[config.mk]
export PLATFORM = sky130hd
export DESIGN_NAME = preamble_detect
export DESIGN_NICKNAME = d
export VERILOG_FILES = /design/src/source/tag_rx_pkg.sv /design/src/source/preamble_detect.sv
export SDC_FILE = /design/constraint.sdc
export NUM_CORES = 1
export LEC_CHECK = 0
export BUFFER_PORTS_ARGS = -buffer_cell sky130_fd_sc_hd__buf_2
export CAP_MARGIN = 0
export CELL_PAD_IN_SITES_DETAIL_PLACEMENT = 1
export CELL_PAD_IN_SITES_GLOBAL_PLACEMENT = 2
export CORE_MARGIN = 5
export CORE_UTILIZATION = 30
export DETAILED_ROUTE_END_ITERATION = 6
export PLACE_DENSITY = 0.75
export SLEW_MARGIN = 10
export SYNTH_ARGS = -nofsm -noshare
export SYNTH_HDL_FRONTEND = slang
export SYNTH_SLANG_ARGS = --single-unit
[constraint.sdc]
create_clock -name clk -period 29.5 [get_ports clk]
set_clock_uncertainty 0.15 [all_clocks]
set_input_delay 2.95 -clock clk [delete_from_list [all_inputs] [get_ports clk]]
set_output_delay 2.95 -clock clk [all_outputs]
set_load 0.005 [all_outputs]
[src/source/tag_rx_pkg.sv]
`default_nettype none

package tag_rx_pkg;

  // controller states
  typedef enum logic [1:0] {
    st_idle = 2'd0,
    st_sync = 2'd1,
    st_rx   = 2'd2,
    st_hop  = 2'd3
  } rx_state_t;

  // sample and power widths
  localparam int DATA_W = 16;
  localparam int POW_W  = 32;

  // sync burst magnitude, I only
  localparam int SYNC_AMP = 16384;

  // front panel gpio word and its fixed bit positions
  localparam int GPIO_W        = 12;
  localparam int GPIO_SYNC_BIT = 0;
  localparam int GPIO_LOAD_BIT = 2;
  localparam int GPIO_DATA_BIT = 4;
  localparam int GPIO_PHI_BIT  = 8;
  localparam int GPIO_ID_BIT   = 10;

endpackage

`default_nettype wire

[src/source/preamble_detect.sv]
`timescale 1ns/1ps
`default_nettype none

module preamble_detect import tag_rx_pkg::*; #(
  parameter int NRUN = 8
) (
  input  logic              clk,
  input  logic              reset,
  input  logic              clear,
  input  logic              s_valid,
  input  logic              s_ready,
  input  logic [DATA_W-1:0] s_i,
  input  logic [DATA_W-1:0] s_q,
  input  logic [POW_W-1:0]  noise_thres,
  output logic              peak_stb
);

  localparam int RUN_W = $clog2(NRUN + 1);

  logic                       xfer;
  logic signed [2*DATA_W-1:0] sq_i;
  logic signed [2*DATA_W-1:0] sq_q;
  logic [POW_W-1:0]           power;
  logic                       loud;
  logic [RUN_W-1:0]           run_cnt;

  // only watches the scaled stream, never stalls it
  assign xfer = s_valid & s_ready;

  // instantaneous power, i^2 + q^2
  assign sq_i  = $signed(s_i) * $signed(s_i);
  assign sq_q  = $signed(s_q) * $signed(s_q);
  assign power = POW_W'($unsigned(sq_i)) + POW_W'($unsigned(sq_q));
  assign loud  = power > noise_thres;

  always_ff @(posedge clk) begin
    if (clear) begin
      run_cnt  <= '0;
      peak_stb <= 1'b0;
    end else begin
      peak_stb <= 1'b0;
      if (xfer) begin
        if (!loud) begin
          run_cnt <= '0;
        end else if (run_cnt == RUN_W'(NRUN - 1)) begin
          // run complete, strobe and start over
          run_cnt  <= '0;
          peak_stb <= 1'b1;
        end else begin
          run_cnt <= run_cnt + 1'b1;
        end
      end
    end
  end

endmodule

`default_nettype wire

==> run metrics <==
total grt overflow=0; Area growth syn-to-layout=7.06%; Slew @ Worst Pin=0.890 ns; Peak Freq=76.3 MHz; dpl hpwl=42.0 mm; Worst path slowest cell=fa_1; Setup crit start kind=primary input; CTS tree=built; fin. max-slew vios=0; pin count of the biggest net entering global routing=25; Row Count=91; data arrival time of the critical path=13.07 ns; Synth Flop Type=dfxtp_1; most frequent cells in the layout=682 x inv_1, 519 x fa_1, 184 x ha_1; core area=61,600 um^2; DRC=0; Setup crit end kind=register; fraction of registers with async set/reset=0%; maximum fanout along the worst path=22; Final Hold Fails=0; CP most frequent cell=fa_1; initial DRC count=324; final worst path period need=13.10 ns; Die W=259 um; Slew HR=40.3%; Antenna Cells=0; final worst-path cycle share=44.4%; root buf cell=clkbuf_16; Total Routing Usage GR=14.3%; Post-synth EDFFs=0; starting density of the core=30.2%; DRT Pass-1 Iters=4; Via density=4.42; final setup vio count=0; HP Class=reg2reg; Yosys reg bits=5; TritonCTS Buffers=3; RSZ-0062 raised after global routing=no; Resized cells post-CTS=0; Mapped Area=18,600 um^2; Clk pin slew, worst setup/hold paths=0.03 ns; Non-Filler Instances=2,835; share of layout cells above drive strength 1=4.50%; CTS Sinks=5; antenna violations before repair=0; die height=259 um; max incr delay on CP=0.72 ns; Gate Count Post-Synth=1,967; Seq/Total Area, Yosys=0.538%; TNS Setup=0 ns; global-route wire length before repair=77.2 mm; Placer Congestion=0.864; PortBufs=68; Min Hold Slack=0.382 ns; Post-Syn Nets=2,739; via count=12,500; commonest non-fill, non-tap cell in the layout=inv_1; DP Cell Count=2,831; DRT Wirelength=46.2 mm; number of global-route vias before repair=15,300; die area=67,100 um^2; IO Pins=70; clk buf depth=2; Skew-Pair Late Insertion Delay=0.23 ns; Avg WL per Cell=16.3 um; cts-stage hold buffer count=0; Yosys cell types=55; post-route ant nets=0; fin nets=2,771; # Post-CTS Setup Buffers=0; status=completed; synthesis warning total=0; WS Path Type=in2reg; worst endpoint required time=29.46 ns; utilization after layout=32.3%; Syn Area/Cell=9.46 um^2; H-tree levels=1; max_cap viols=0
## synthesized netlist by cell type (all sizes together) (2+ instances only)
master / number / share of area (%)
a211oi: 3 / 0.12
a21o: 24 / 0.98
a21oi: 28 / 0.83
a221oi: 2 / 0.094
a22o: 2 / 0.094
a31o: 6 / 0.28
a41o: 2 / 0.11
and2: 96 / 3.2
and3: 2 / 0.067
buf: 2 / 0.040
clkbuf: 39 / 0.79
dfxtp: 5 / 0.54
fa: 519 / 56
ha: 184 / 12
inv: 682 / 14
mux2: 2 / 0.12
nand2: 146 / 2.9
nand2b: 15 / 0.50
nand3: 9 / 0.24
nand3b: 2 / 0.081
nand4: 7 / 0.24
nor2: 63 / 1.3
nor2b: 7 / 0.24
nor3: 5 / 0.13
o211ai: 4 / 0.16
o21a: 9 / 0.36
o21ai: 12 / 0.32
o21bai: 3 / 0.12
o31ai: 2 / 0.11
o41a: 2 / 0.12
or2: 5 / 0.17
xnor2: 55 / 2.6
xor2: 7 / 0.33
## worst max-delay path: cells and delay by family
| kind | cells | cell delay, ns |
|---|---|---|
| AO/OA/AOI/OAI | 11 | 2.80 |
| XOR/XNOR | 1 | 0.09 |
| adder cells (fa/ha/maj) | 10 | 4.82 |
| buffers and inverters | 6 | 0.69 |
| AND/OR/NAND/NOR | 6 | 1.71 |
## logic make-up after synthesis
group	synth area share (%)
buffers and inverters	14.6
adders and majority gates	68.2
and+or+nand+nor	9.23
AOI/OAI and AO/OA	4.32
xor gates and xnor gates	2.92
DFF	0.538
muxes	0.175
## routing by layer
metal | part of all wire, % | GRT usage [%] | vias to the layer above
li1 | - | - | 5629
met1 | 37 | 16.4 | 6733
met2 | 59 | 29.2 | 123
met3 | 1.9 | 0.652 | 43
met4 | 2.3 | 2.64 | 0
met5 | 0 | 0 | -
## path summary, 6_finish.rpt
path | start | endpoint | slack [ns] | cells after the start
worst min register to register | run_cnt[1] | run_cnt[1] | 0.38 | 1
worst max register to register | run_cnt[0] | run_cnt[3] | 27.98 | 5
worst min-delay path | run_cnt[1] | run_cnt[1] | 0.38 | 1
worst max-delay path | s_q[15] | run_cnt[3] | 16.40 | 34
## cell type report
type,count,area [um^2]
inverters,683,2560
repair buffers,68,340
multi-input cells,1238,15800
fillers,7158,41700
well taps,837,1050
flip-flops and latches,5,100
clock buffers,3,75.1
clock inverters,1,5.00
## state kept, by name, summed over array words and instances (netlist names)
name,cells
peak_stb,1
run_cnt,4
## through the flow
stage               setup WS [ns]  instance area (um^2)
floorplan                   17.67                 18600
global placement            16.25                 19800
detailed placement          16.10                 19800
CTS                         16.32                 19900
global route                15.71                 19900
finish                      16.40                 19900
Power is not shown: default switching activity piles up to over one toggle a cycle in this logic, so the estimate is an artifact.
