`config.mk`:
```
export PLATFORM = sky130hd
export DESIGN_NAME = rx_out_stage
export DESIGN_NICKNAME = d
export VERILOG_FILES = /design/src/source/tag_rx_pkg.sv /design/src/source/rx_out_stage.sv
export SDC_FILE = /design/constraint.sdc
export NUM_CORES = 1
export LEC_CHECK = 0
export BUFFER_PORTS_ARGS = -buffer_cell sky130_fd_sc_hd__buf_2
export CAP_MARGIN = 25
export CORE_MARGIN = 2
export CORE_UTILIZATION = 42
export DETAILED_ROUTE_END_ITERATION = 8
export PLACE_DENSITY = 0.78
export SYNTH_ARGS = -nofsm -noshare
export SYNTH_HDL_FRONTEND = slang
export SYNTH_SLANG_ARGS = --single-unit
```
`constraint.sdc`:
```
create_clock -name clk -period 2.9 [get_ports clk]
set_input_delay 0.145 -clock clk [delete_from_list [all_inputs] [get_ports clk]]
set_output_delay 0.145 -clock clk [all_outputs]
set_load 0.02 [all_outputs]
```
`src/source/tag_rx_pkg.sv`:
```
`default_nettype none

package tag_rx_pkg;

  // controller states
  typedef enum logic [1:0] {
    st_idle = 2'd0,
    st_sync = 2'd1,
    st_rx   = 2'd2,
    st_hop  = 2'd3
  } rx_state_t;

  // sample and power widths
  localparam int DATA_W = 16;
  localparam int POW_W  = 32;

  // sync burst magnitude, I only
  localparam int SYNC_AMP = 16384;

  // front panel gpio word and its fixed bit positions
  localparam int GPIO_W        = 12;
  localparam int GPIO_SYNC_BIT = 0;
  localparam int GPIO_LOAD_BIT = 2;
  localparam int GPIO_DATA_BIT = 4;
  localparam int GPIO_PHI_BIT  = 8;
  localparam int GPIO_ID_BIT   = 10;

endpackage

`default_nettype wire

```
`src/source/rx_out_stage.sv`:
```
`timescale 1ns/1ps
`default_nettype none

module rx_out_stage import tag_rx_pkg::*; (
  input  logic              clk,
  input  logic              reset,
  input  logic              clear,
  input  logic              s_valid,
  output logic              s_ready,
  input  logic [DATA_W-1:0] s_i,
  input  logic [DATA_W-1:0] s_q,
  input  logic              sync_mode,
  input  logic              rx_mode,
  input  logic              half_done,
  output logic              sample_taken,
  output logic              out_valid,
  input  logic              out_ready,
  output logic [DATA_W-1:0] out_i,
  output logic [DATA_W-1:0] out_q
);

  localparam logic [DATA_W-1:0] SYNC_POS = DATA_W'(SYNC_AMP);
  localparam logic [DATA_W-1:0] SYNC_NEG = DATA_W'(-SYNC_AMP);

  logic hold;
  logic sync_sel;

  assign hold     = sync_mode & rx_mode;
  assign sync_sel = sync_mode & ~rx_mode;

  // slot takes a sample when empty or draining
  assign s_ready      = ~hold & (out_ready | ~out_valid);
  assign sample_taken = s_valid & s_ready;

  always_ff @(posedge clk) begin
    if (clear) begin
      out_valid <= 1'b0;
    end else if (sample_taken) begin
      out_valid <= 1'b1;
    end else if (out_ready) begin
      out_valid <= 1'b0;
    end
  end

  // sync burst: +amp then -amp on I, Q silent
  always_ff @(posedge clk) begin
    if (sample_taken) begin
      if (sync_sel) begin
        out_i <= half_done ? SYNC_NEG : SYNC_POS;
        out_q <= '0;
      end else begin
        out_i <= s_i;
        out_q <= s_q;
      end
    end
  end

endmodule

`default_nettype wire

```
==> impl_metrics.yaml, run 1 <==
hold_path:
  hold_path_class: "primary input to register"
  hold_path_end: "out_i[14]"
  hold_path.startpoint: "s_i[14]"
  min_path_cells: 2
grt:
  grtUsageMet1_pct: 13.6
  grt_antenna_before_repair: 0
  grt_max_degree: 33
  met2_usage_pct: 25.6
  gr-usage-met3_pct: 6.55
  grt_pass1_vias: 803
  grt_pass1_wl_mm: 3.46
  top_usage_layer: "met2"
  gr-total-overflow: 0
  grt_use_total_pct: 14.2
sta:
  fin_crit_ns: 2.00
  tns_ns: 0
  max_freq_ghz: 0.501
  clock_skew_ns: 0.00620
  post-route-period-util_pct: 68.8
  grt_setup_unrepaired: "false"
  tightest_slew_ns: 0.539
  hold_viol_final: 0
  slew_headroom_pct: 63.9
  slew_violations: 0
  finalSetupViolations: 0
worst_setup_path:
  cpPeakStageDelay_ns: 0.48
  rr_worst_depth: 3
  reg2reg_slack_ns: 1.29
  arrival_ns: 1.85
  crit_slowest_cell: "nor2b_2"
  crit_fanout: 23
  path_cells: "nand2b_1 > nor2b_2 > buf_4 > buf_2"
  crit_path_end_kind: "primary output"
  rr_startpoint: "out_valid"
  startpoint_type: "register"
  critPathKind: "register to primary output"
  r2r_end: "out_q[10]"
  cp.required_ns: 2.76
clocking:
  htreeDepth: 2
  clock-sinks: 33
  root_buffer: "clkbuf_4"
  cts_buffer_depth: 2
  clkSlewWorstSetupHoldPaths_ns: 0.10
  clkLatencyLatePin_ns: 0.32
  cts_buffers: 5
  post_cts_resized: 0
  cts_tree: "done"
cells_and_area:
  antenna_cells: 0
  final_common_cell: "buf_2"
  utilization_pct: 60.6
  nets: 193
  final_cell_mix: "buf_2 (73), edfxtp_1 (32), and2_1 (30), clkbuf_4 (5)"
  layout-drive-gt1-share_pct: 55.2
  syn2layout_area_growth_pct: 34.7
synth:
  yosysTopAreaCell: "edfxtp_1"
  postSynthNetCount: 114
  ys_seq_elements: 33
  syn_avg_cell_area_um2: 17.2
  synthDistinctLibCells: 11
  synth_top_area_share_pct: 75.5
  synth_cells: 74
  seq_area_frac_synth_pct: 77.1
  ys_warn_count: 0
  synth_area_leaders: "edfxtp_1 (76%), and2_1 (15%), buf_6 (2.7%)"
  syn_area_um2: 1270
floorplan:
  ios: 75
  die_h_um: 59.0
  die_w_um: 59.0
  die_area_um2: 3490
  fp.coreArea_um2: 2830
  rows: 19
  initial_core_util_pct: 45.0
placement:
  dp_hpwl_mm: 1.69
  gp_congestion: 0.601
  portBuffers: 73
outcome:
  status: "complete, no violations"
flow_run:
  maxCapViolCount: 0
drt:
  ant_nets: 0
  drc: 0
  vias: 842
  avgViaCountPerCell: 4.55
  drt_pass1_iterations: 4
  wl_per_cell_um: 12.8
  drt_iter0_drc: 15
  routed_wl_mm: 2.37
pwr:
  clockPowerShare_pct: 25.2
  power.switching_uw: 234
  switching_share_pct: 24.8
  cellPowerDensity_nw_per_um2: 552
  vdd_drop_max_mv: 0.307
  comb_power_share_pct: 14.8
  internal_power_uw: 711
  leakage_uw: 0.000760
  power_frac_seq_pct: 60.0
## synthesized netlist by cell type
cell / n
and2_1: 30
nand2b_4: 1
dfxtp_1: 1
nand2b_1: 2
nor2b_1: 1
edfxtp_1: 32
a21oi_1: 1
mux2_4: 1
a21boi_0: 1
a21bo_2: 1
buf_6: 3
## kinds of logic after synthesis
group | after synthesis | share of synthesized area (%)
AND/OR/NAND/NOR | 34 | 17.3
flip-flops | 33 | 77.1
AO/OA/AOI/OAI | 3 | 1.77
buffers and inverters | 3 | 2.65
multiplexers | 1 | 1.18
## worst max-delay path by stage
stage / startpoint / endpoint / slack, ns / depth (start not counted)
after floorplan: out_valid / out_i[0] / 0.26 / 2
after global placement: sync_mode / sample_taken / 1.24 / 5
after detailed placement: rx_mode / sample_taken / 1.17 / 5
after CTS: out_valid / sample_taken / 0.85 / 4
after global routing: out_valid / sample_taken / 0.76 / 4
final: out_valid / sample_taken / 0.90 / 4
## power by group through the flow
stage / combinational [uW] / clock, uW / sequential, uW
finish: 140 / 238 / 567
global route: 153 / 266 / 571
CTS: 143 / 249 / 568
detailed placement: 141 / 0 / 579
global placement: 138 / 0 / 577
floorplan: 43.1 / 0 / 621
## stage by stage
step / worst slack [ns] / total power [uW] / cell area (um^2) / hold slack, ns / cells
after floorplan: 0.257 / 664 / 1270 / 0.214 / 74
after global placement: 1.24 / 715 / 1650 / 0.301 / 176
after detailed placement: 1.17 / 720 / 1650 / 0.316 / 176
after CTS: 0.846 / 960 / 1710 / 0.0571 / 185
after global routing: 0.758 / 989 / 1710 / 0.0600 / 185
final: 0.905 / 945 / 1710 / 0.0718 / 185
## cell type report
type | instances | area [um^2]
Tap cell | 31 | 38.8
Fill cell | 224 | 1110
Multi-Input combinational cell | 38 | 260
Timing Repair Buffer | 75 | 383
Clock inverter | 2 | 10.0
Clock buffer | 6 | 41.3
Sequential cell | 33 | 981
## layer usage
| layer | vias up | share of wire, % |
|---|---|---|
| li1 | 417 | - |
| met1 | 375 | 35 |
| met2 | 47 | 54 |
| met3 | 3 | 10 |
| met4 | 0 | 0.89 |
| met5 | - | 0 |
## worst max-delay path, delay by kind of cell, from the launching register on
family / cells / cell delay [ns]
simple gates: 2 / 0.57
flops: 1 / 0.32
buf+inv: 2 / 0.63
## state kept, by name, summed over array words and instances (netlist names)
| register | cells |
|---|---|
| out_q | 16 |
| out_i | 16 |
| out_valid | 1 |
## timing repair
action                    4_1_cts  5_1_grt
hold buffers                    1        0
hold endpoints to repair        1        0
setup buffers                   0        0
Power figures use the tool's default switching activity.
==> run 2, diff against run 1 <==
Settings changed: ABC_AREA set to 1, CORE_UTILIZATION 42 to 39, PLACE_DENSITY 0.78 to 0.75.
Clock period 2.9 ns to 1.6 ns, I/O delays scaled along.
==> run 2 against run 1 <==
Compared with the run above: die area up 10%; hold slack worse by 0.022 ns; synthesized cell count up 49%; cell count up 29%; core utilization down 4.5 points; clock power up 74%; largest cell class unchanged; total power up 82%; register-to-register slack worse by 0.97 ns; highest routed layer unchanged; critical path depth up 1; clock-buffer cell count unchanged.
==> impl_metrics.yaml, run 2 <==
outcome:
  status: "complete, no violations"
synth:
  synth_xor_area_share_pct: 0
  synth_top_family_by_area: "simple AND/OR/NAND/NOR gates"
  ys_warn_count: 0
  synth-async-reset-ratio_pct: 0
  ys_seq_elements: 33
  synth_edf_count: 32
  seq_area_frac_synth_pct: 74.7
  synth.most_common_cell: "inv_1"
  yosys.area_share.adder_pct: 0
  syn_area_um2: 1310
  synth_top_area_share_pct: 73.1
  synth_area_leaders: "edfxtp_1 (73%), inv_1 (9.4%), nor2_1 (8.9%)"
  yosysTopAreaCell: "edfxtp_1"
  postSynthNetCount: 150
  synth_compound_area_share_pct: 0.762
  yosys_most_used_dff: "edfxtp_1"
  synthTopCellsByCount: "inv_1 (33), edfxtp_1 (32), nor2_1 (31)"
  synth-simple-area-share_pct: 12.6
  synthMuxAreaShare_pct: 0
  syn_avg_cell_area_um2: 11.9
  synthDistinctLibCells: 12
  synth_cells: 110
pwr:
  leakage_uw: 0.000929
  cellPowerDensity_nw_per_um2: 935
  clockPowerShare_pct: 24.0
  vdd_drop_max_mv: 0.464
  internal_power_uw: 1300
  power_uw: 1720
  power_frac_seq_pct: 59.7
  comb_power_share_pct: 16.3
  switching_share_pct: 24.8
  power.switching_uw: 427
grt:
  grt_pass1_vias: 823
  grt_use_total_pct: 12.6
  grt_antenna_before_repair: 0
  grt_max_degree: 34
  grt_pass1_wl_mm: 3.26
  gr-total-overflow: 0
sta:
  finalSetupViolations: 0
  clock_skew_ns: 0.00621
  hold_viol_final: 0
  tightest_slew_ns: 0.361
  grt_setup_unrepaired: "false"
  max_freq_ghz: 0.672
  slew_violations: 0
  slew_headroom_pct: 75.9
  post-route-period-util_pct: 93.0
  fin_crit_ns: 1.49
floorplan:
  rows: 21
  die_h_um: 62.0
  fp.coreArea_um2: 3280
  initial_core_util_pct: 40.0
  ios: 75
  die_w_um: 62.0
  die_area_um2: 3850
cells_and_area:
  reg.largest.list: "out_i x16, out_q x16, out_valid x1"
  syn2layout_area_growth_pct: 40.2
  nets: 232
  utilization_pct: 56.1
  final_cell_mix: "buf_2 (73), inv_1 (32), edfxtp_1 (32), nor2_1 (30), clkbuf_4 (5)"
  layout-drive-gt1-share_pct: 46.1
  antenna_cells: 0
  final_common_cell: "buf_2"
drt:
  drc: 0
  drt_pass1_iterations: 4
  ant_nets: 0
  wl_per_cell_um: 9.07
  drt_iter0_drc: 60
  vias: 982
  routed_wl_mm: 2.17
  avgViaCountPerCell: 4.11
placement:
  portBuffers: 73
  gp_congestion: 0.680
  dp_hpwl_mm: 1.62
worst_setup_path:
  startpoint_type: "register"
  crit_path_end_kind: "primary output"
  cpPeakStageDelay_ns: 0.35
  reg2reg_slack_ns: 0.32
  critPathKind: "register to primary output"
  arrival_ns: 1.41
  crit_fanout: 33
  crit_buf_inv: 3
  cp.required_ns: 1.52
  r2r_end: "out_valid"
  rr_startpoint: "out_valid"
  path_delay_family: "buffers and inverters"
  rr_worst_depth: 5
  crit_slowest_cell: "dfxtp_4"
  path_cells: "inv_2 > nor2_2 > nor3b_4 > buf_12 > buf_2"
  path_depth: 5
hold_path:
  hold_path_class: "primary input to register"
  hold_path_end: "out_q[11]"
  min_path_cells: 3
  hold_path.startpoint: "s_q[11]"
clocking:
  cts_buffer_depth: 2
  cts_tree: "done"
  clkSlewWorstSetupHoldPaths_ns: 0.09
  cts_buffers: 5
  clkLatencyLatePin_ns: 0.32
  clock-sinks: 33
  root_buffer: "clkbuf_4"
  htreeDepth: 2
  post_cts_resized: 0
flow_run:
  maxCapViolCount: 0
run 2: cell families (layout without fill, tap and decap cells):
family                 count (synthesis)  after routing
buffers and inverters                 36            119
and+or+nand+nor                       39             39
DFF                                   33             33
AOI/OAI and AO/OA                      2              2
run 2: cell type report:
type	count	area, um^2
Sequential cell	33	985
Timing Repair Buffer	78	435
Clock buffer	6	41.3
Multi-Input combinational cell	41	189
Inverter	33	124
Tap cell	46	57.6
Fill cell	287	1440
Clock inverter	2	10.0
run 2: tightest hold or removal path: stages:
cell and delay (ns):
buf_2 0.07, inv_1 0.03, nor2_1 0.08
run 2: worst max path at each step:
stage	start	end	slack [ns]
after floorplan	out_valid	out_i[0]	-0.30
after global placement	out_valid	out_i[3]	0.43
after detailed placement	out_valid	out_i[3]	0.42
after CTS	out_valid	sample_taken	0.08
after global routing	out_valid	sample_taken	0.02
final	out_valid	sample_taken	0.11
run 2: per-stage QoR:
step	setup TNS, ns	std cells	worst slack (ns)	hold WS (ns)	cell area (um^2)
after floorplan	-9.49	110	-0.297	0.143	1330
after global placement	0	228	0.426	0.226	1760
after detailed placement	0	228	0.419	0.233	1760
after CTS	0	239	0.0807	0.0283	1840
after global routing	0	239	0.0197	0.0357	1840
final	0	239	0.113	0.0502	1840
run 2: metal layers:
| metal | global-route usage (%) | vias to the layer above | part of all wire, % |
|---|---|---|---|
| met5 | 0 | - | 0 |
| met4 | 11.9 | 0 | 1.9 |
| met3 | 4.35 | 4 | 9.6 |
| met2 | 21.3 | 45 | 53 |
| met1 | 11.5 | 437 | 36 |
| li1 | - | 496 | - |
run 2: timing repair:
| action | 4_1_cts | 5_1_grt |
|---|---|---|
| endpoints found under the setup margin | 0 | 0 |
| hold buffers | 3 | 0 |
| endpoints found under the hold margin | 2 | 0 |
| buffers inserted | 0 | 0 |
run 2: power groups by stage:
| stage | Combinational (uW) | Clock [uW] | Sequential, uW |
|---|---|---|---|
| after detailed placement | 280 | 0 | 1050 |
| after global routing | 317 | 473 | 1040 |
| final | 281 | 414 | 1030 |
| after floorplan | 87.1 | 0 | 1120 |
| after CTS | 286 | 440 | 1030 |
| after global placement | 278 | 0 | 1050 |
==> run 3, diff against run 2 <==
Settings changed: CELL_PAD_IN_SITES_DETAIL_PLACEMENT set to 1, CELL_PAD_IN_SITES_GLOBAL_PLACEMENT set to 2, CORE_UTILIZATION 39 to 22, PLACE_DENSITY 0.75 to unset, PLACE_DENSITY_LB_ADDON set to 0.1.
==> run 3 against run 2 <==
Compared with the run above: clock power is 84% higher; largest power group unchanged; maximum frequency is 2.3% higher; total power is 20% higher; non-clock buffer count is 1 lower; global-route usage is 3.0 points lower; critical endpoint unchanged; routed wire length is 34% higher.
==> impl_metrics.yaml, run 3 (synthesis gave the netlist of run 2 again) <==
outcome:
  status: "complete, no violations"
worst_setup_path:
  cpPeakStageDelay_ns: 0.34
  startpoint_type: "register"
  crit_slowest_cell: "dfxtp_4"
  crit_buf_inv: 3
  critPathKind: "register to primary output"
  crit_path_end_kind: "primary output"
  arrival_ns: 1.37
  crit_fanout: 15
  path_cells: "inv_2 > nor2_2 > nor3b_4 > buf_4 > buf_2"
  cp.required_ns: 1.52
  path_delay_family: "buffers and inverters"
sta:
  tightest_slew_ns: 0.340
  fin_crit_ns: 1.45
  finalSetupViolations: 0
  clock_skew_ns: 0.00510
  hold_viol_final: 0
  grt_setup_unrepaired: "false"
  tns_ns: 0
  slew_violations: 0
  post-route-period-util_pct: 90.9
  fin_hold_ws_ns: 0.0551
  slew_headroom_pct: 77.3
  max_freq_ghz: 0.688
cells_and_area:
  final_cells: 267
  final_common_cell: "buf_2"
  syn2layout_area_growth_pct: 44.3
  antenna_cells: 0
  reg.largest.list: "out_i x16, out_q x16, out_valid x1"
  final_area_um2: 1900
  nFillCells: 706
  layout-drive-gt1-share_pct: 46.4
  nets: 231
  final_cell_mix: "buf_2 (73), inv_1 (32), edfxtp_1 (32), nor2_1 (30), clkbuf_8 (5)"
floorplan:
  initial_core_util_pct: 22.5
  die_w_um: 81.3
  fp.coreArea_um2: 5850
  rows: 28
  die_h_um: 81.3
  ios: 75
  die_area_um2: 6610
clocking:
  clkLatencyLatePin_ns: 0.28
  clkSlewWorstSetupHoldPaths_ns: 0.07
  clock-sinks: 33
  cts_buffers: 5
  cts_buffer_depth: 2
  cts_setup_buffers: 0
  root_buffer: "clkbuf_8"
  htreeDepth: 2
  cts_tree: "done"
grt:
  grt_max_degree: 33
  grt_pass1_wl_mm: 4.57
  grt_antenna_before_repair: 0
  grt_pass1_vias: 1011
  gr-total-overflow: 0
  grt_use_total_pct: 9.54
drt:
  drt_pass1_iterations: 2
  routed_wl_mm: 2.91
  drt_iter0_drc: 14
  drc: 0
  vias: 977
  avgViaCountPerCell: 3.66
  ant_nets: 0
  wl_per_cell_um: 10.9
placement:
  portBuffers: 73
  dp.cells: 258
  dp_hpwl_mm: 2.21
  gp_congestion: 0.615
  placed_cell_area_um2: 1780
pwr:
  vdd_drop_max_mv: 0.329
  cellPowerDensity_nw_per_um2: 1090
  leakage_uw: 0.000937
flow_run:
  maxCapViolCount: 0
hold_path:
  hold_path_class: "primary input to register"
-- run 3: final cells by class --
cell class                      count  area, um^2  area share, %
Inverter                           33         124           6.53
Clock buffer                        6        72.6           3.83
Timing Repair Buffer               77         398           21.0
Multi-Input combinational cell     41         189           9.97
Tap cell                           75        93.8           4.95
Sequential cell                    33         985           51.9
Clock inverter                      2        33.8           1.78
-- run 3: routing by layer --
metal	GRT usage, %	part of all wire, %
met5	0	0
met2	16.4	50
met1	10.2	38
met4	4.07	1.6
met3	4.11	9.6
-- run 3: what timing repair did --
action | CTS | global route
resized for setup | 0 | 0
hold endpoints to repair | 1 | 0
hold buffers | 1 | 0
-- run 3: final timing paths --
| path | start | endpoint | slack (ns) | cells past startpoint |
|---|---|---|---|---|
| setup / recovery | out_valid | sample_taken | 0.15 | 5 |
| hold / removal | s_i[14] | out_i[14] | 0.06 | 2 |
| setup reg to reg | out_valid | out_i[5] | 0.37 | 4 |
| hold reg to reg | out_valid | out_valid | 0.63 | 4 |
-- run 3: power breakdown --
part           internal (uW)  total [uW]  switching [uW]
clock                    460         763             304
combinational            103         276             174
sequential              1020        1030            12.5
-- run 3: stage by stage --
step	worst slack, ns	util [%]	total power [uW]
CTS	0.111	32.4	2100
global placement	0.376	30.4	1320
floorplan	-0.297	-	1210
finish	0.146	32.4	2070
global route	0.0607	32.4	2170
detailed placement	0.369	30.4	1330
