===== config.mk =====
export PLATFORM = sky130hd
export DESIGN_NAME = hop_scan_shifter
export DESIGN_NICKNAME = d
export VERILOG_FILES = /design/src/source/hop_scan_shifter.sv
export SDC_FILE = /design/constraint.sdc
export NUM_CORES = 1
export LEC_CHECK = 0
export ABC_AREA = 1
export BUFFER_PORTS_ARGS = -buffer_cell sky130_fd_sc_hd__buf_2
export CAP_MARGIN = 15
export CORE_AREA = 2 2 39 41
export DETAILED_ROUTE_END_ITERATION = 7
export DIE_AREA = 0 0 41 43
export PLACE_DENSITY_LB_ADDON = 0.05
export REMOVE_ABC_BUFFERS = 1
export SYNTH_ARGS = -nofsm -noshare
export SYNTH_HDL_FRONTEND = slang
export SYNTH_SLANG_ARGS = --single-unit

===== constraint.sdc =====
create_clock -name clk -period 1.4 [get_ports clk]
set_input_delay 0.14 -clock clk [delete_from_list [all_inputs] [get_ports clk]]
set_output_delay 0.14 -clock clk [all_outputs]
set_load 0.03 [all_outputs]

===== src/hop_codes.mem =====
// one 16-bit hop code per line in hex, table entry 0 first
A5C3
1E0F
7B2D
C4E1
3F96
8D5A
0F71
E2B8


===== src/source/hop_scan_shifter.sv =====
`timescale 1ns/1ps
`default_nettype none

module hop_scan_shifter #(
  parameter int HOP_BITS = 16,
  parameter int NUM_HOPS = 8,
  parameter int SCAN_DIV = 4
) (
  input  logic clk,
  input  logic reset,
  input  logic hop_start,
  output logic scan_busy,
  output logic scan_phi,
  output logic scan_data,
  output logic scan_load
);

  localparam int IDX_W = (NUM_HOPS > 1) ? $clog2(NUM_HOPS) : 1;
  localparam int BIT_W = (HOP_BITS > 1) ? $clog2(HOP_BITS) : 1;
  localparam int DIV_W = (SCAN_DIV > 1) ? $clog2(SCAN_DIV) : 1;

  logic [HOP_BITS-1:0] hop_rom [NUM_HOPS];
  logic [IDX_W-1:0]    hop_idx;
  logic [HOP_BITS-1:0] shift_reg;
  logic [BIT_W-1:0]    bit_cnt;
  logic [DIV_W-1:0]    div_cnt;
  logic                tick;

  initial begin
    $readmemh("/design/src/hop_codes.mem", hop_rom);
  end

  // clock enable, one tick per scan half-period
  assign tick = (div_cnt == DIV_W'(SCAN_DIV - 1));

  // msb first, quiet while loading
  assign scan_data = scan_busy & ~scan_load & shift_reg[HOP_BITS-1];

  always_ff @(posedge clk) begin
    if (reset || !scan_busy || tick) begin
      div_cnt <= '0;
    end else begin
      div_cnt <= div_cnt + 1'b1;
    end
  end

  always_ff @(posedge clk) begin
    if (reset) begin
      scan_busy <= 1'b0;
      scan_phi  <= 1'b0;
      scan_load <= 1'b0;
      bit_cnt   <= '0;
      hop_idx   <= '0;
    end else if (!scan_busy) begin
      if (hop_start) begin
        scan_busy <= 1'b1;
        bit_cnt   <= '0;
      end
    end else if (tick) begin
      if (scan_load) begin
        // load done, move on to the next code
        scan_load <= 1'b0;
        scan_busy <= 1'b0;
        hop_idx   <= (hop_idx == IDX_W'(NUM_HOPS - 1)) ? '0 : hop_idx + 1'b1;
      end else if (!scan_phi) begin
        scan_phi <= 1'b1;
      end else begin
        scan_phi <= 1'b0;
        if (bit_cnt == BIT_W'(HOP_BITS - 1)) begin
          scan_load <= 1'b1;
        end else begin
          bit_cnt <= bit_cnt + 1'b1;
        end
      end
    end
  end

  // next bit is set up as phi falls
  always_ff @(posedge clk) begin
    if (!scan_busy && hop_start) begin
      shift_reg <= hop_rom[hop_idx];
    end else if (scan_busy && tick && scan_phi) begin
      shift_reg <= shift_reg << 1;
    end
  end

endmodule

`default_nettype wire


==> results of run 1 <==
[power by group through the flow]
stage               clock network, uW  registers [uW]  logic, uW
floorplan                           0             273       16.1
global placement                    0             270       31.0
detailed placement                  0             270       30.6
CTS                               210             264       30.6
global route                      223             264       33.2
finish                            205             264       30.3
[critical path, cell delays in order (launching register included)]
cell	delay (ns)
dfxtp_1	0.39
ha_1	0.23
nand3_2	0.13
nand3_4	0.14
nand3_1	0.10
a21oi_2	0.13
[stage by stage]
step	setup slack, ns	utilization	hold slack, ns	power, uW
2_1_floorplan	0.204	-	0.202	290
3_3_place_gp	0.224	0.350	0.386	301
3_5_place_dp	0.223	0.350	0.385	300
4_1_cts	0.204	0.369	0.101	504
5_1_grt	0.0871	0.369	0.114	520
6_report	0.214	0.369	0.102	499
[placed cells by master, fill, tap and decap left out, types with 2 or more instances in the layout]
master / synthesis / layout
dfxtp_1: 9 / 9
nand2_1: 8 / 8
inv_1: 7 / 7
nor2_1: 5 / 5
nand3_1: 5 / 5
buf_2: 0 / 5
a21oi_1: 3 / 3
clkbuf_4: 0 / 3
nand2_2: 2 / 2
nand4_1: 2 / 2
o21ai_0: 2 / 2
ha_1: 2 / 2
[logic make-up after synthesis]
group | after synthesis | synth area share
and+or+nand+nor | 26 | 0.336
DFF | 9 | 0.403
AOI/OAI and AO/OA | 8 | 0.101
buffers and inverters | 8 | 0.0756
adders and majority gates | 2 | 0.0560
xor gates and xnor gates | 1 | 0.0196
other | 1 | 0.00840
[final timing paths]
path	startpoint	endpoint	slack, ns	depth (start not counted)
max	bit_cnt[0]	bit_cnt[2]	0.21	5
min	reset	bit_cnt[2]	0.10	2
min reg2reg	div_cnt[0]	div_cnt[0]	0.43	1
max reg2reg	bit_cnt[0]	bit_cnt[2]	0.21	5
[registers in the layout, summed over array words and instances, names as in the netlist]
signal,count
scan_load,1
scan_phi,1
bit_cnt,4
scan_busy,1
div_cnt,2
[area by class of cell]
type / count / area (um2) / area share
well taps: 16 / 20.0 / 0.0392
inverters: 7 / 26.3 / 0.0515
multi-input cells: 38 / 233 / 0.456
repair buffers: 5 / 25.0 / 0.0490
flip-flops and latches: 9 / 180 / 0.353
clock buffers: 4 / 26.3 / 0.0515
[layer usage]
| layer | global-route usage | vias up |
|---|---|---|
| met1 | 0.173 | 153 |
| met4 | 0.0600 | 0 |
| li1 | - | 196 |
| met3 | 0.0314 | 2 |
| met5 | 0 | - |
| met2 | 0.138 | 8 |
==> summary.md, run 1 <==
| Metric | Value |
|---|---|
| Die width | `41 um` |
| Hold buffer count at cts | `0` |
| Syn_area_per_cell | `8.12 um2` |
| Worst Hold Class | `in -> reg` |
| Initial antenna violation count | `0` |
| Antenna-violating nets left | `0` |
| Number of gates resized after CTS | `0` |
| Vias | `359` |
| Largest net degree at the start of global routing | `7` |
| Top cells by count, synth | `dfxtp_1, nand2_1, inv_1` |
| RSZ-0062 raised after global routing | `no` |
| Chip Height | `43 um` |
| Antenna diodes | `0` |
| Maximum VDD drop | `0.000535 V` |
| I/O Buffers | `5` |
| Final wirelength | `749 um` |
| Layout Cells excl Fill | `79` |
| Flop pwr share | `0.529` |
| Placed instance area | `484 um2` |
| Layout area overhead | `14.3%` |
| Final instance area | `510 um2` |
| DR vias/cell | `4.54` |
| First-pass detailed-route iteration total | `4` |
| Fmax | `0.843 GHz` |
| Overall Global Routing Usage | `0.113` |
| Final setup violation count | `0` |
| Cell variety after synth | `20` |
| Gpl congestion | `0.628` |
| Placed insts | `75` |
| DR iter-0 viols | `2` |
| Fin Clk Skew | `0.00527 ns` |
| CORE AREA | `1380 um2` |
| Wl on met1 | `379 um` |
| Post-synth EDFFs | `0` |
| CP max FO | `6` |
| Worst skew pair latency | `0.26 ns` |
| Sw power | `120 uW` |
| CTS H-Tree Depth | `1` |
| Critical Path End Type | `flop` |
| FF+latch count, synth | `9` |
| Global route total overflow | `0` |
| CTS tree | `done` |
| Net Sw Frac | `0.241` |
| Fill count | `146` |
| CP arrival | `1.38 ns` |
| Share of cells above drive strength 1 | `0.238` |
| First-pass GRT wire length | `1370 um` |
| Top Metal Used | `met4` |
| Max-slew violations | `0` |
| DR WL/cell | `9.48 um` |
| Startpoint types | `flop` |
| Comb power frac | `0.061` |
| Yosys top cell area share | `0.403` |
| Setup CP Type | `reg -> reg` |
| Top_reg_cell synth | `dfxtp_1` |
| IO Pins | `7` |
| YS warnings | `0` |
| Top post-synthesis cells by area | `dfxtp_1, nand2_1, inv_1` |
| Mapped cell area | `447 um2` |
| Clk pin slew, worst setup/hold paths | `0.06 ns` |
| Post-CTS setup buffers | `0` |
| Post-synthesis sequential area ratio | `0.403` |
| Most frequent cell after synthesis | `dfxtp_1` |
| Final period util | `0.847` |
| Number of global-route vias before repair | `329` |
| Final net count | `69` |
| CTS Buffer Depth | `2` |
| Initial Utilization | `0.323` |
| Share of total power in the clock network | `0.410` |
| Cell Rows | `14` |
| PD cells | `977 nW/um2` |
| DIE AREA | `1760 um2` |
| CTS buffer count | `3` |
| HPWL after DPL | `608 um` |
| Setup TNS Final | `0 ns` |
| Clk root buf | `clkbuf_4` |
| Gate Count Post-Synth | `55` |
| DRC errors left | `0` |
| Tmin final | `1.19 ns` |
| Clock sink count | `9` |
| Final Hold Vio Count | `0` |
| Pleak | `0.000215 uW` |
| Routed wl met3 | `32 um` |
| Cell taking the most area after synthesis | `dfxtp_1` |
| Status | `completed` |
| Met2 Wirelength | `322 um` |
| Required time worst endpoint | `1.60 ns` |
| Max-cap viol count | `0` |
| P_int | `379 uW` |
| Asr flop ratio synth | `0` |
Note: power is estimated with default switching activity, not from simulation.
==> run 2, diff against run 1 <==
--- a/config.mk
+++ b/config.mk
@@ -5,7 +5,7 @@
 export SDC_FILE = /design/constraint.sdc
 export NUM_CORES = 1
 export LEC_CHECK = 0
-export ABC_AREA = 1
+export ABC_AREA = 0
 export BUFFER_PORTS_ARGS = -buffer_cell sky130_fd_sc_hd__buf_2
 export CAP_MARGIN = 15
 export CORE_AREA = 2 2 39 41
==> constraint.sdc (replaced) <==
create_clock -name clk -period 1 [get_ports clk]
set_input_delay 0.1 -clock clk [delete_from_list [all_inputs] [get_ports clk]]
set_output_delay 0.1 -clock clk [all_outputs]
set_load 0.03 [all_outputs]
==> run 2 against run 1 <==
The flow now finishes with violations (negative setup slack). Critical endpoint is now bit_cnt[0]. Sequential share of layout area is 11 points lower. Flip-flop and latch count stayed put. Highest routed layer unchanged. Register-to-register slack worse by 0.50 ns. Die area unchanged. Synthesized area rose by 2.0%.
==> summary.md, run 2 <==
| Metric | Value |
|---|---|
| Status | `complete, but fails checks` |
| Failing checks | `negative setup slack` |
| Setup CP Type | `reg -> reg` |
| DIE AREA | `1760 um2` |
| Sw power | `179 uW` |
| Critical R2R Launch | `bit_cnt[0]` |
| DRC errors left | `0` |
| Number of flip-flops in the largest register | `4` |
| HPWL after DPL | `872 um` |
| Maximum VDD drop | `0.000705 V` |
| Placed instance area | `609 um2` |
| First-pass detailed-route iteration total | `5` |
| RSZ-0062 raised after global routing | `yes` |
| Clock sink count | `9` |
| Number of global-route vias before repair | `536` |
| Mapped cell area | `455 um2` |
| Antenna-violating nets left | `0` |
| Initial antenna violation count | `0` |
| CTS Buffer Depth | `2` |
| CP bufs+invs | `0` |
| Syn_area_per_cell | `9.29 um2` |
| Flop pwr share | `0.501` |
| Critical-path top delay cell | `or3_4` |
| Simple-gate portion of the synthesized area | `0.316` |
| Cell taking the most area after synthesis | `dfxtp_1` |
| Final setup violation count | `7` |
| Hold wc startpoint | `reset` |
| FF+latch count, synth | `9` |
| Most frequent cells in the layout | `buf_4, buf_6, dfxtp_2, nand2_1` |
| Top_reg_cell synth | `dfxtp_1` |
| Final Hold Vio Count | `0` |
| CP arrival | `1.47 ns` |
| DR vias/cell | `5.35` |
| I/O Buffers | `5` |
| IO Pins | `7` |
| PD cells | `956 nW/um2` |
| Post-synthesis compound-gate area fraction | `0.146` |
| WHS | `0.166 ns` |
| Final wirelength | `1310 um` |
| Worst Hold Class | `in -> reg` |
| Die width | `41 um` |
| Worst setup margin | `-0.282 ns` |
| Clk pin slew, worst setup/hold paths | `0.06 ns` |
| DR WL/cell | `14.1 um` |
| Pleak | `0.000312 uW` |
| Reg2reg setup slack | `-0.28 ns` |
| Post-synth EDFFs | `0` |
| Post-synthesis adder-cell area fraction | `0.0549` |
| Post-synthesis xor/xnor area fraction | `0.0385` |
| YS warnings | `0` |
| Fill count | `141` |
| CTS buffer count | `3` |
| Critical path, cell by cell | `ha_4, and3_4, or3_4, a21oi_2` |
| CP max FO | `4` |
| Layout area overhead | `71.4%` |
| Yosys top cell area share | `0.396` |
| Comb power frac | `0.123` |
| Highest cell delay on the worst timing path | `0.38 ns` |
| Global route total overflow | `0` |
| P_int | `568 uW` |
| Gate Count Post-Synth | `49` |
| DR iter-0 viols | `8` |
| Share of cells above drive strength 1 | `0.610` |
| Initial Utilization | `0.329` |
| CORE AREA | `1380 um2` |
| Hold Path Sink | `bit_cnt[0]` |
| Multiplexer area fraction after synthesis | `0` |
| Fmax | `0.780 GHz` |
| Top post-synthesis cells by area | `dfxtp_1, ha_1, nand2_1` |
| Final period util | `1.28` |
| Overall Global Routing Usage | `0.185` |
| Most frequent cell after synthesis | `dfxtp_1` |
| Top cells by count, synth | `dfxtp_1, nand2_1, a21oi_1, nand3_1, nor2_1` |
| Critical Path End Type | `flop` |
| Worst skew pair latency | `0.26 ns` |
| Register Area | `191 um2` |
| CTS tree | `done` |
| Family with the most delay on the worst path | `simple AND/OR/NAND/NOR gates` |
| Max-slew violations | `0` |
| First-pass GRT wire length | `2220 um` |
| Top flop regs | `bit_cnt: 4 flops, div_cnt: 2 flops` |
| Chip Height | `43 um` |
| Startpoint types | `flop` |
| R2R depth | `4` |
| CTS H-Tree Depth | `1` |
| Footprint of the multi-input gates | `315 um2` |
| Final instance area | `781 um2` |
| Asr flop ratio synth | `0` |
| Worst Hold Depth | `3` |
| Gpl congestion | `0.722` |
| Top reg by flops | `bit_cnt` |
| Net Sw Frac | `0.240` |
| Share of total power in the clock network | `0.376` |
| Post-synthesis sequential area ratio | `0.396` |
| Cell Rows | `14` |
| Clk root buf | `clkbuf_4` |
| Max-cap viol count | `0` |
| Largest family of logic cells by synthesized area | `simple AND/OR/NAND/NOR gates` |
| Most common cell after layout, fill and taps aside | `buf_4` |
| Tmin final | `1.28 ns` |
| Reg-to-reg endpoint | `bit_cnt[0]` |
| Fin Clk Skew | `0.000865 ns` |
| Antenna diodes | `0` |
| Required time worst endpoint | `1.19 ns` |
| Setup TNS Final | `-1.24 ns` |
| Largest net degree at the start of global routing | `9` |
| Final net count | `83` |
| Cell variety after synth | `27` |
| Vias | `498` |
[run 2: changes by cell type in the layout (fill, tap and decap cells not counted), moves of 3 or more]
cell / change
dfxtp_2: +6
nand2_1: -4
dfxtp_1: -7
buf_2: -3
buf_4: +14
inv_1: -7
buf_6: +10
[run 2: layout make-up]
type / instances / share of cell area
multi-input cells: 38 / 0.404
repair buffers: 26 / 0.292
flip-flops and latches: 9 / 0.245
clock buffers: 4 / 0.0337
well taps: 16 / 0.0256
[run 2: layer usage]
| layer | global-route usage | part of all wire | vias to the layer above |
|---|---|---|---|
| li1 | - | - | 236 |
| met1 | 0.201 | 0.40 | 240 |
| met2 | 0.309 | 0.55 | 18 |
| met3 | 0.0576 | 0.032 | 4 |
| met4 | 0.0800 | 0.015 | 0 |
| met5 | 0 | 0 | - |
[run 2: worst reg2reg max path, stage by stage (launching register included)]
cell	delay, ns
dfxtp_2	0.34
ha_4	0.16
and3_4	0.19
or3_4	0.38
a21oi_2	0.14
[run 2: how the worst max path moves through the flow]
stage / slack (ns) / start / end / cells past startpoint
2_1_floorplan: -0.44 / scan_busy / bit_cnt[2] / 3
3_3_place_gp: -0.29 / div_cnt[0] / bit_cnt[2] / 4
3_5_place_dp: -0.34 / bit_cnt[0] / bit_cnt[0] / 4
4_1_cts: -0.26 / bit_cnt[1] / bit_cnt[0] / 4
5_1_grt: -0.34 / div_cnt[0] / bit_cnt[0] / 5
6_report: -0.28 / bit_cnt[0] / bit_cnt[0] / 4
[run 2: metrics by stage]
stage          power (uW)  setup WS (ns)  std cells   util
4_1_cts               739         -0.258         93  0.543
3_5_place_dp          442         -0.339         85  0.440
6_report              747         -0.282         93  0.564
3_3_place_gp          441         -0.293         85  0.440
5_1_grt               798         -0.344         93  0.564
2_1_floorplan         413         -0.436         47      -
[run 2: kinds of logic after synthesis]
kind of cell               count (synthesis)
other                                      1
adders and majority gates                  2
and+or+nand+nor                           24
buffers and inverters                      2
xor gates and xnor gates                   2
DFF                                        9
AOI/OAI and AO/OA                          9
[run 2: power groups by stage]
| stage | Clock, uW | Sequential (uW) | Combinational [uW] |
|---|---|---|---|
| after floorplan | 0 | 386 | 26.4 |
| after global placement | 0 | 381 | 59.9 |
| after detailed placement | 0 | 382 | 60.5 |
| after CTS | 287 | 373 | 78.9 |
| after global routing | 326 | 374 | 98.0 |
| final | 281 | 374 | 91.8 |
[run 2: what timing repair did]
item,4_1_cts,5_1_grt
pin swaps,13,7
gates resized for setup,25,9
setup buffers,5,3
hold buffers,0,0
endpoints found under the setup margin,12,11
==> run 3, diff against run 2 <==
--- a/config.mk
+++ b/config.mk
@@ -7,7 +7,7 @@
 export LEC_CHECK = 0
 export ABC_AREA = 0
 export BUFFER_PORTS_ARGS = -buffer_cell sky130_fd_sc_hd__buf_2
-export CAP_MARGIN = 15
+export CAP_MARGIN = 0
 export CORE_AREA = 2 2 39 41
 export DETAILED_ROUTE_END_ITERATION = 7
 export DIE_AREA = 0 0 41 43
@@ -16,3 +16,4 @@
 export SYNTH_ARGS = -nofsm -noshare
 export SYNTH_HDL_FRONTEND = slang
 export SYNTH_SLANG_ARGS = --single-unit
+export TNS_END_PERCENT = 10
==> run 3 against run 2 <==
The run still ends with negative setup slack left. Clock power shrank 2%. Critical path depth is the same. Register-to-register slack hardly changed. Final cell count is 1.1% higher. Wire length is 0.61% lower. Sequential power is essentially flat.
==> summary.md, run 3 (same netlist as run 2, synthesis figures left out) <==
| Metric | Value |
|---|---|
| Final Hold Vio Count | `0` |
| Clock sink count | `9` |
| DIE AREA | `1760 um2` |
| Initial antenna violation count | `0` |
| Final wirelength | `1300 um` |
| Max-slew violations | `0` |
| DR WL/cell | `13.8 um` |
| Fmax | `0.785 GHz` |
| Initial Utilization | `0.329` |
| Number of global-route vias before repair | `523` |
| CTS buffer count | `3` |
| Setup TNS Final | `-1.40 ns` |
| Most common cell after layout, fill and taps aside | `buf_4` |
| Critical Path End Type | `flop` |
| Tot Pwr | `719 uW` |
| Final net count | `84` |
| Overall Global Routing Usage | `0.184` |
| Status | `complete, but fails checks` |
| Worst Hold Class | `in -> reg` |
| HPWL after DPL | `872 um` |
| Critical path, cell by cell | `ha_4, and4b_4, o32ai_1, a221o_1` |
| Number of flip-flops in the largest register | `4` |
| Vias | `494` |
| Layout Cells excl Fill | `94` |
| Cell Rows | `14` |
| DRC errors left | `0` |
| DR iter-0 viols | `4` |
| Antenna-violating nets left | `0` |
| Die width | `41 um` |
| Clk root buf | `clkbuf_4` |
| First-pass GRT wire length | `2200 um` |
| Pleak | `0.000310 uW` |
| Layout area overhead | `65.9%` |
| Setup CP Type | `reg -> reg` |
| Required time worst endpoint | `1.15 ns` |
| Worst slack, placed | `-0.339 ns` |
| Maximum VDD drop | `0.000705 V` |
| Antenna diodes | `0` |
| CTS H-Tree Depth | `1` |
| CTS tree | `done` |
| Placed insts | `85` |
| DR vias/cell | `5.26` |
| CTS Buffer Depth | `2` |
| Share of cells above drive strength 1 | `0.590` |
| Startpoint types | `flop` |
| CP max FO | `4` |
| Final setup violation count | `9` |
| Largest net degree at the start of global routing | `10` |
| CORE AREA | `1380 um2` |
| Top reg by flops | `bit_cnt` |
| Clk pin slew, worst setup/hold paths | `0.06 ns` |
| Final period util | `1.27` |
| Worst setup margin | `-0.273 ns` |
| I/O Buffers | `5` |
| Fin Clk Skew | `0.00253 ns` |
| Most frequent cells in the layout | `buf_4, dfxtp_2, nand2_1, buf_6` |
| Chip Height | `43 um` |
| Critical-path top delay cell | `dfxtp_2` |
| Gpl congestion | `0.722` |
| Highest cell delay on the worst timing path | `0.35 ns` |
| Global route total overflow | `0` |
| First-pass detailed-route iteration total | `5` |
| Top flop regs | `bit_cnt: 4 flops, div_cnt: 2 flops` |
| Failing checks | `negative setup slack` |
| Tmin final | `1.27 ns` |
| IO Pins | `7` |
| RSZ-0062 raised after global routing | `yes` |
| PD cells | `952 nW/um2` |
| Max-cap viol count | `0` |
| Worst skew pair latency | `0.25 ns` |
| CP arrival | `1.42 ns` |
## run 3: changes by cell type in the layout (fill, tap and decap cells not counted), sizes merged
cell  change
buf       +1
## run 3: final cells by class
| type | instances | area, um2 |
|---|---|---|
| repair buffers | 27 | 210 |
| clock buffers | 4 | 26.3 |
| well taps | 16 | 20.0 |
| fillers | 147 | 628 |
| flip-flops and latches | 9 | 191 |
| multi-input cells | 38 | 308 |
## run 3: critical path: cells and delay by family (launching register included)
family,cells,cell delay [ns]
and+or+nand+nor,1,0.26
DFF,1,0.35
AOI/OAI and AO/OA,2,0.40
adders and majority gates,1,0.15
## run 3: repair_timing
item,4_1_cts,5_1_grt
pin swaps,8,6
resized for setup,20,4
hold buffers,0,0
buffers inserted,4,1
endpoints found under the setup margin,12,10
## run 3: power breakdown
group | leakage, uW | switching, uW | internal, uW
combinational | 0.000219 | 36.1 | 30.8
clock | 0.0000150 | 123 | 154
sequential | 0.0000765 | 10.8 | 365
## run 3: worst paths after layout
kind         depth (start not counted)  slack, ns        from         end
min reg2reg                          1       0.44  div_cnt[0]  div_cnt[0]
min                                  3       0.16       reset  bit_cnt[0]
max reg2reg                          4      -0.27  div_cnt[0]  bit_cnt[2]
max                                  4      -0.27  div_cnt[0]  bit_cnt[2]
## run 3: metrics by stage
step,instance area (um2),util,hold WS (ns)
2_1_floorplan,437,-,0.169
3_3_place_gp,609,0.440,0.409
3_5_place_dp,609,0.440,0.427
4_1_cts,734,0.531,0.157
5_1_grt,756,0.546,0.163
6_report,756,0.546,0.165
## run 3: per-layer routing
metal | part of all wire | GRT usage | routed length (um) | vias to the layer above
met5 | 0 | 0 | 0 | -
met3 | 0.046 | 0.0576 | 60 | 4
li1 | - | - | - | 237
met4 | 0.013 | 0.0800 | 17 | 0
met2 | 0.54 | 0.306 | 705 | 22
met1 | 0.40 | 0.201 | 517 | 231
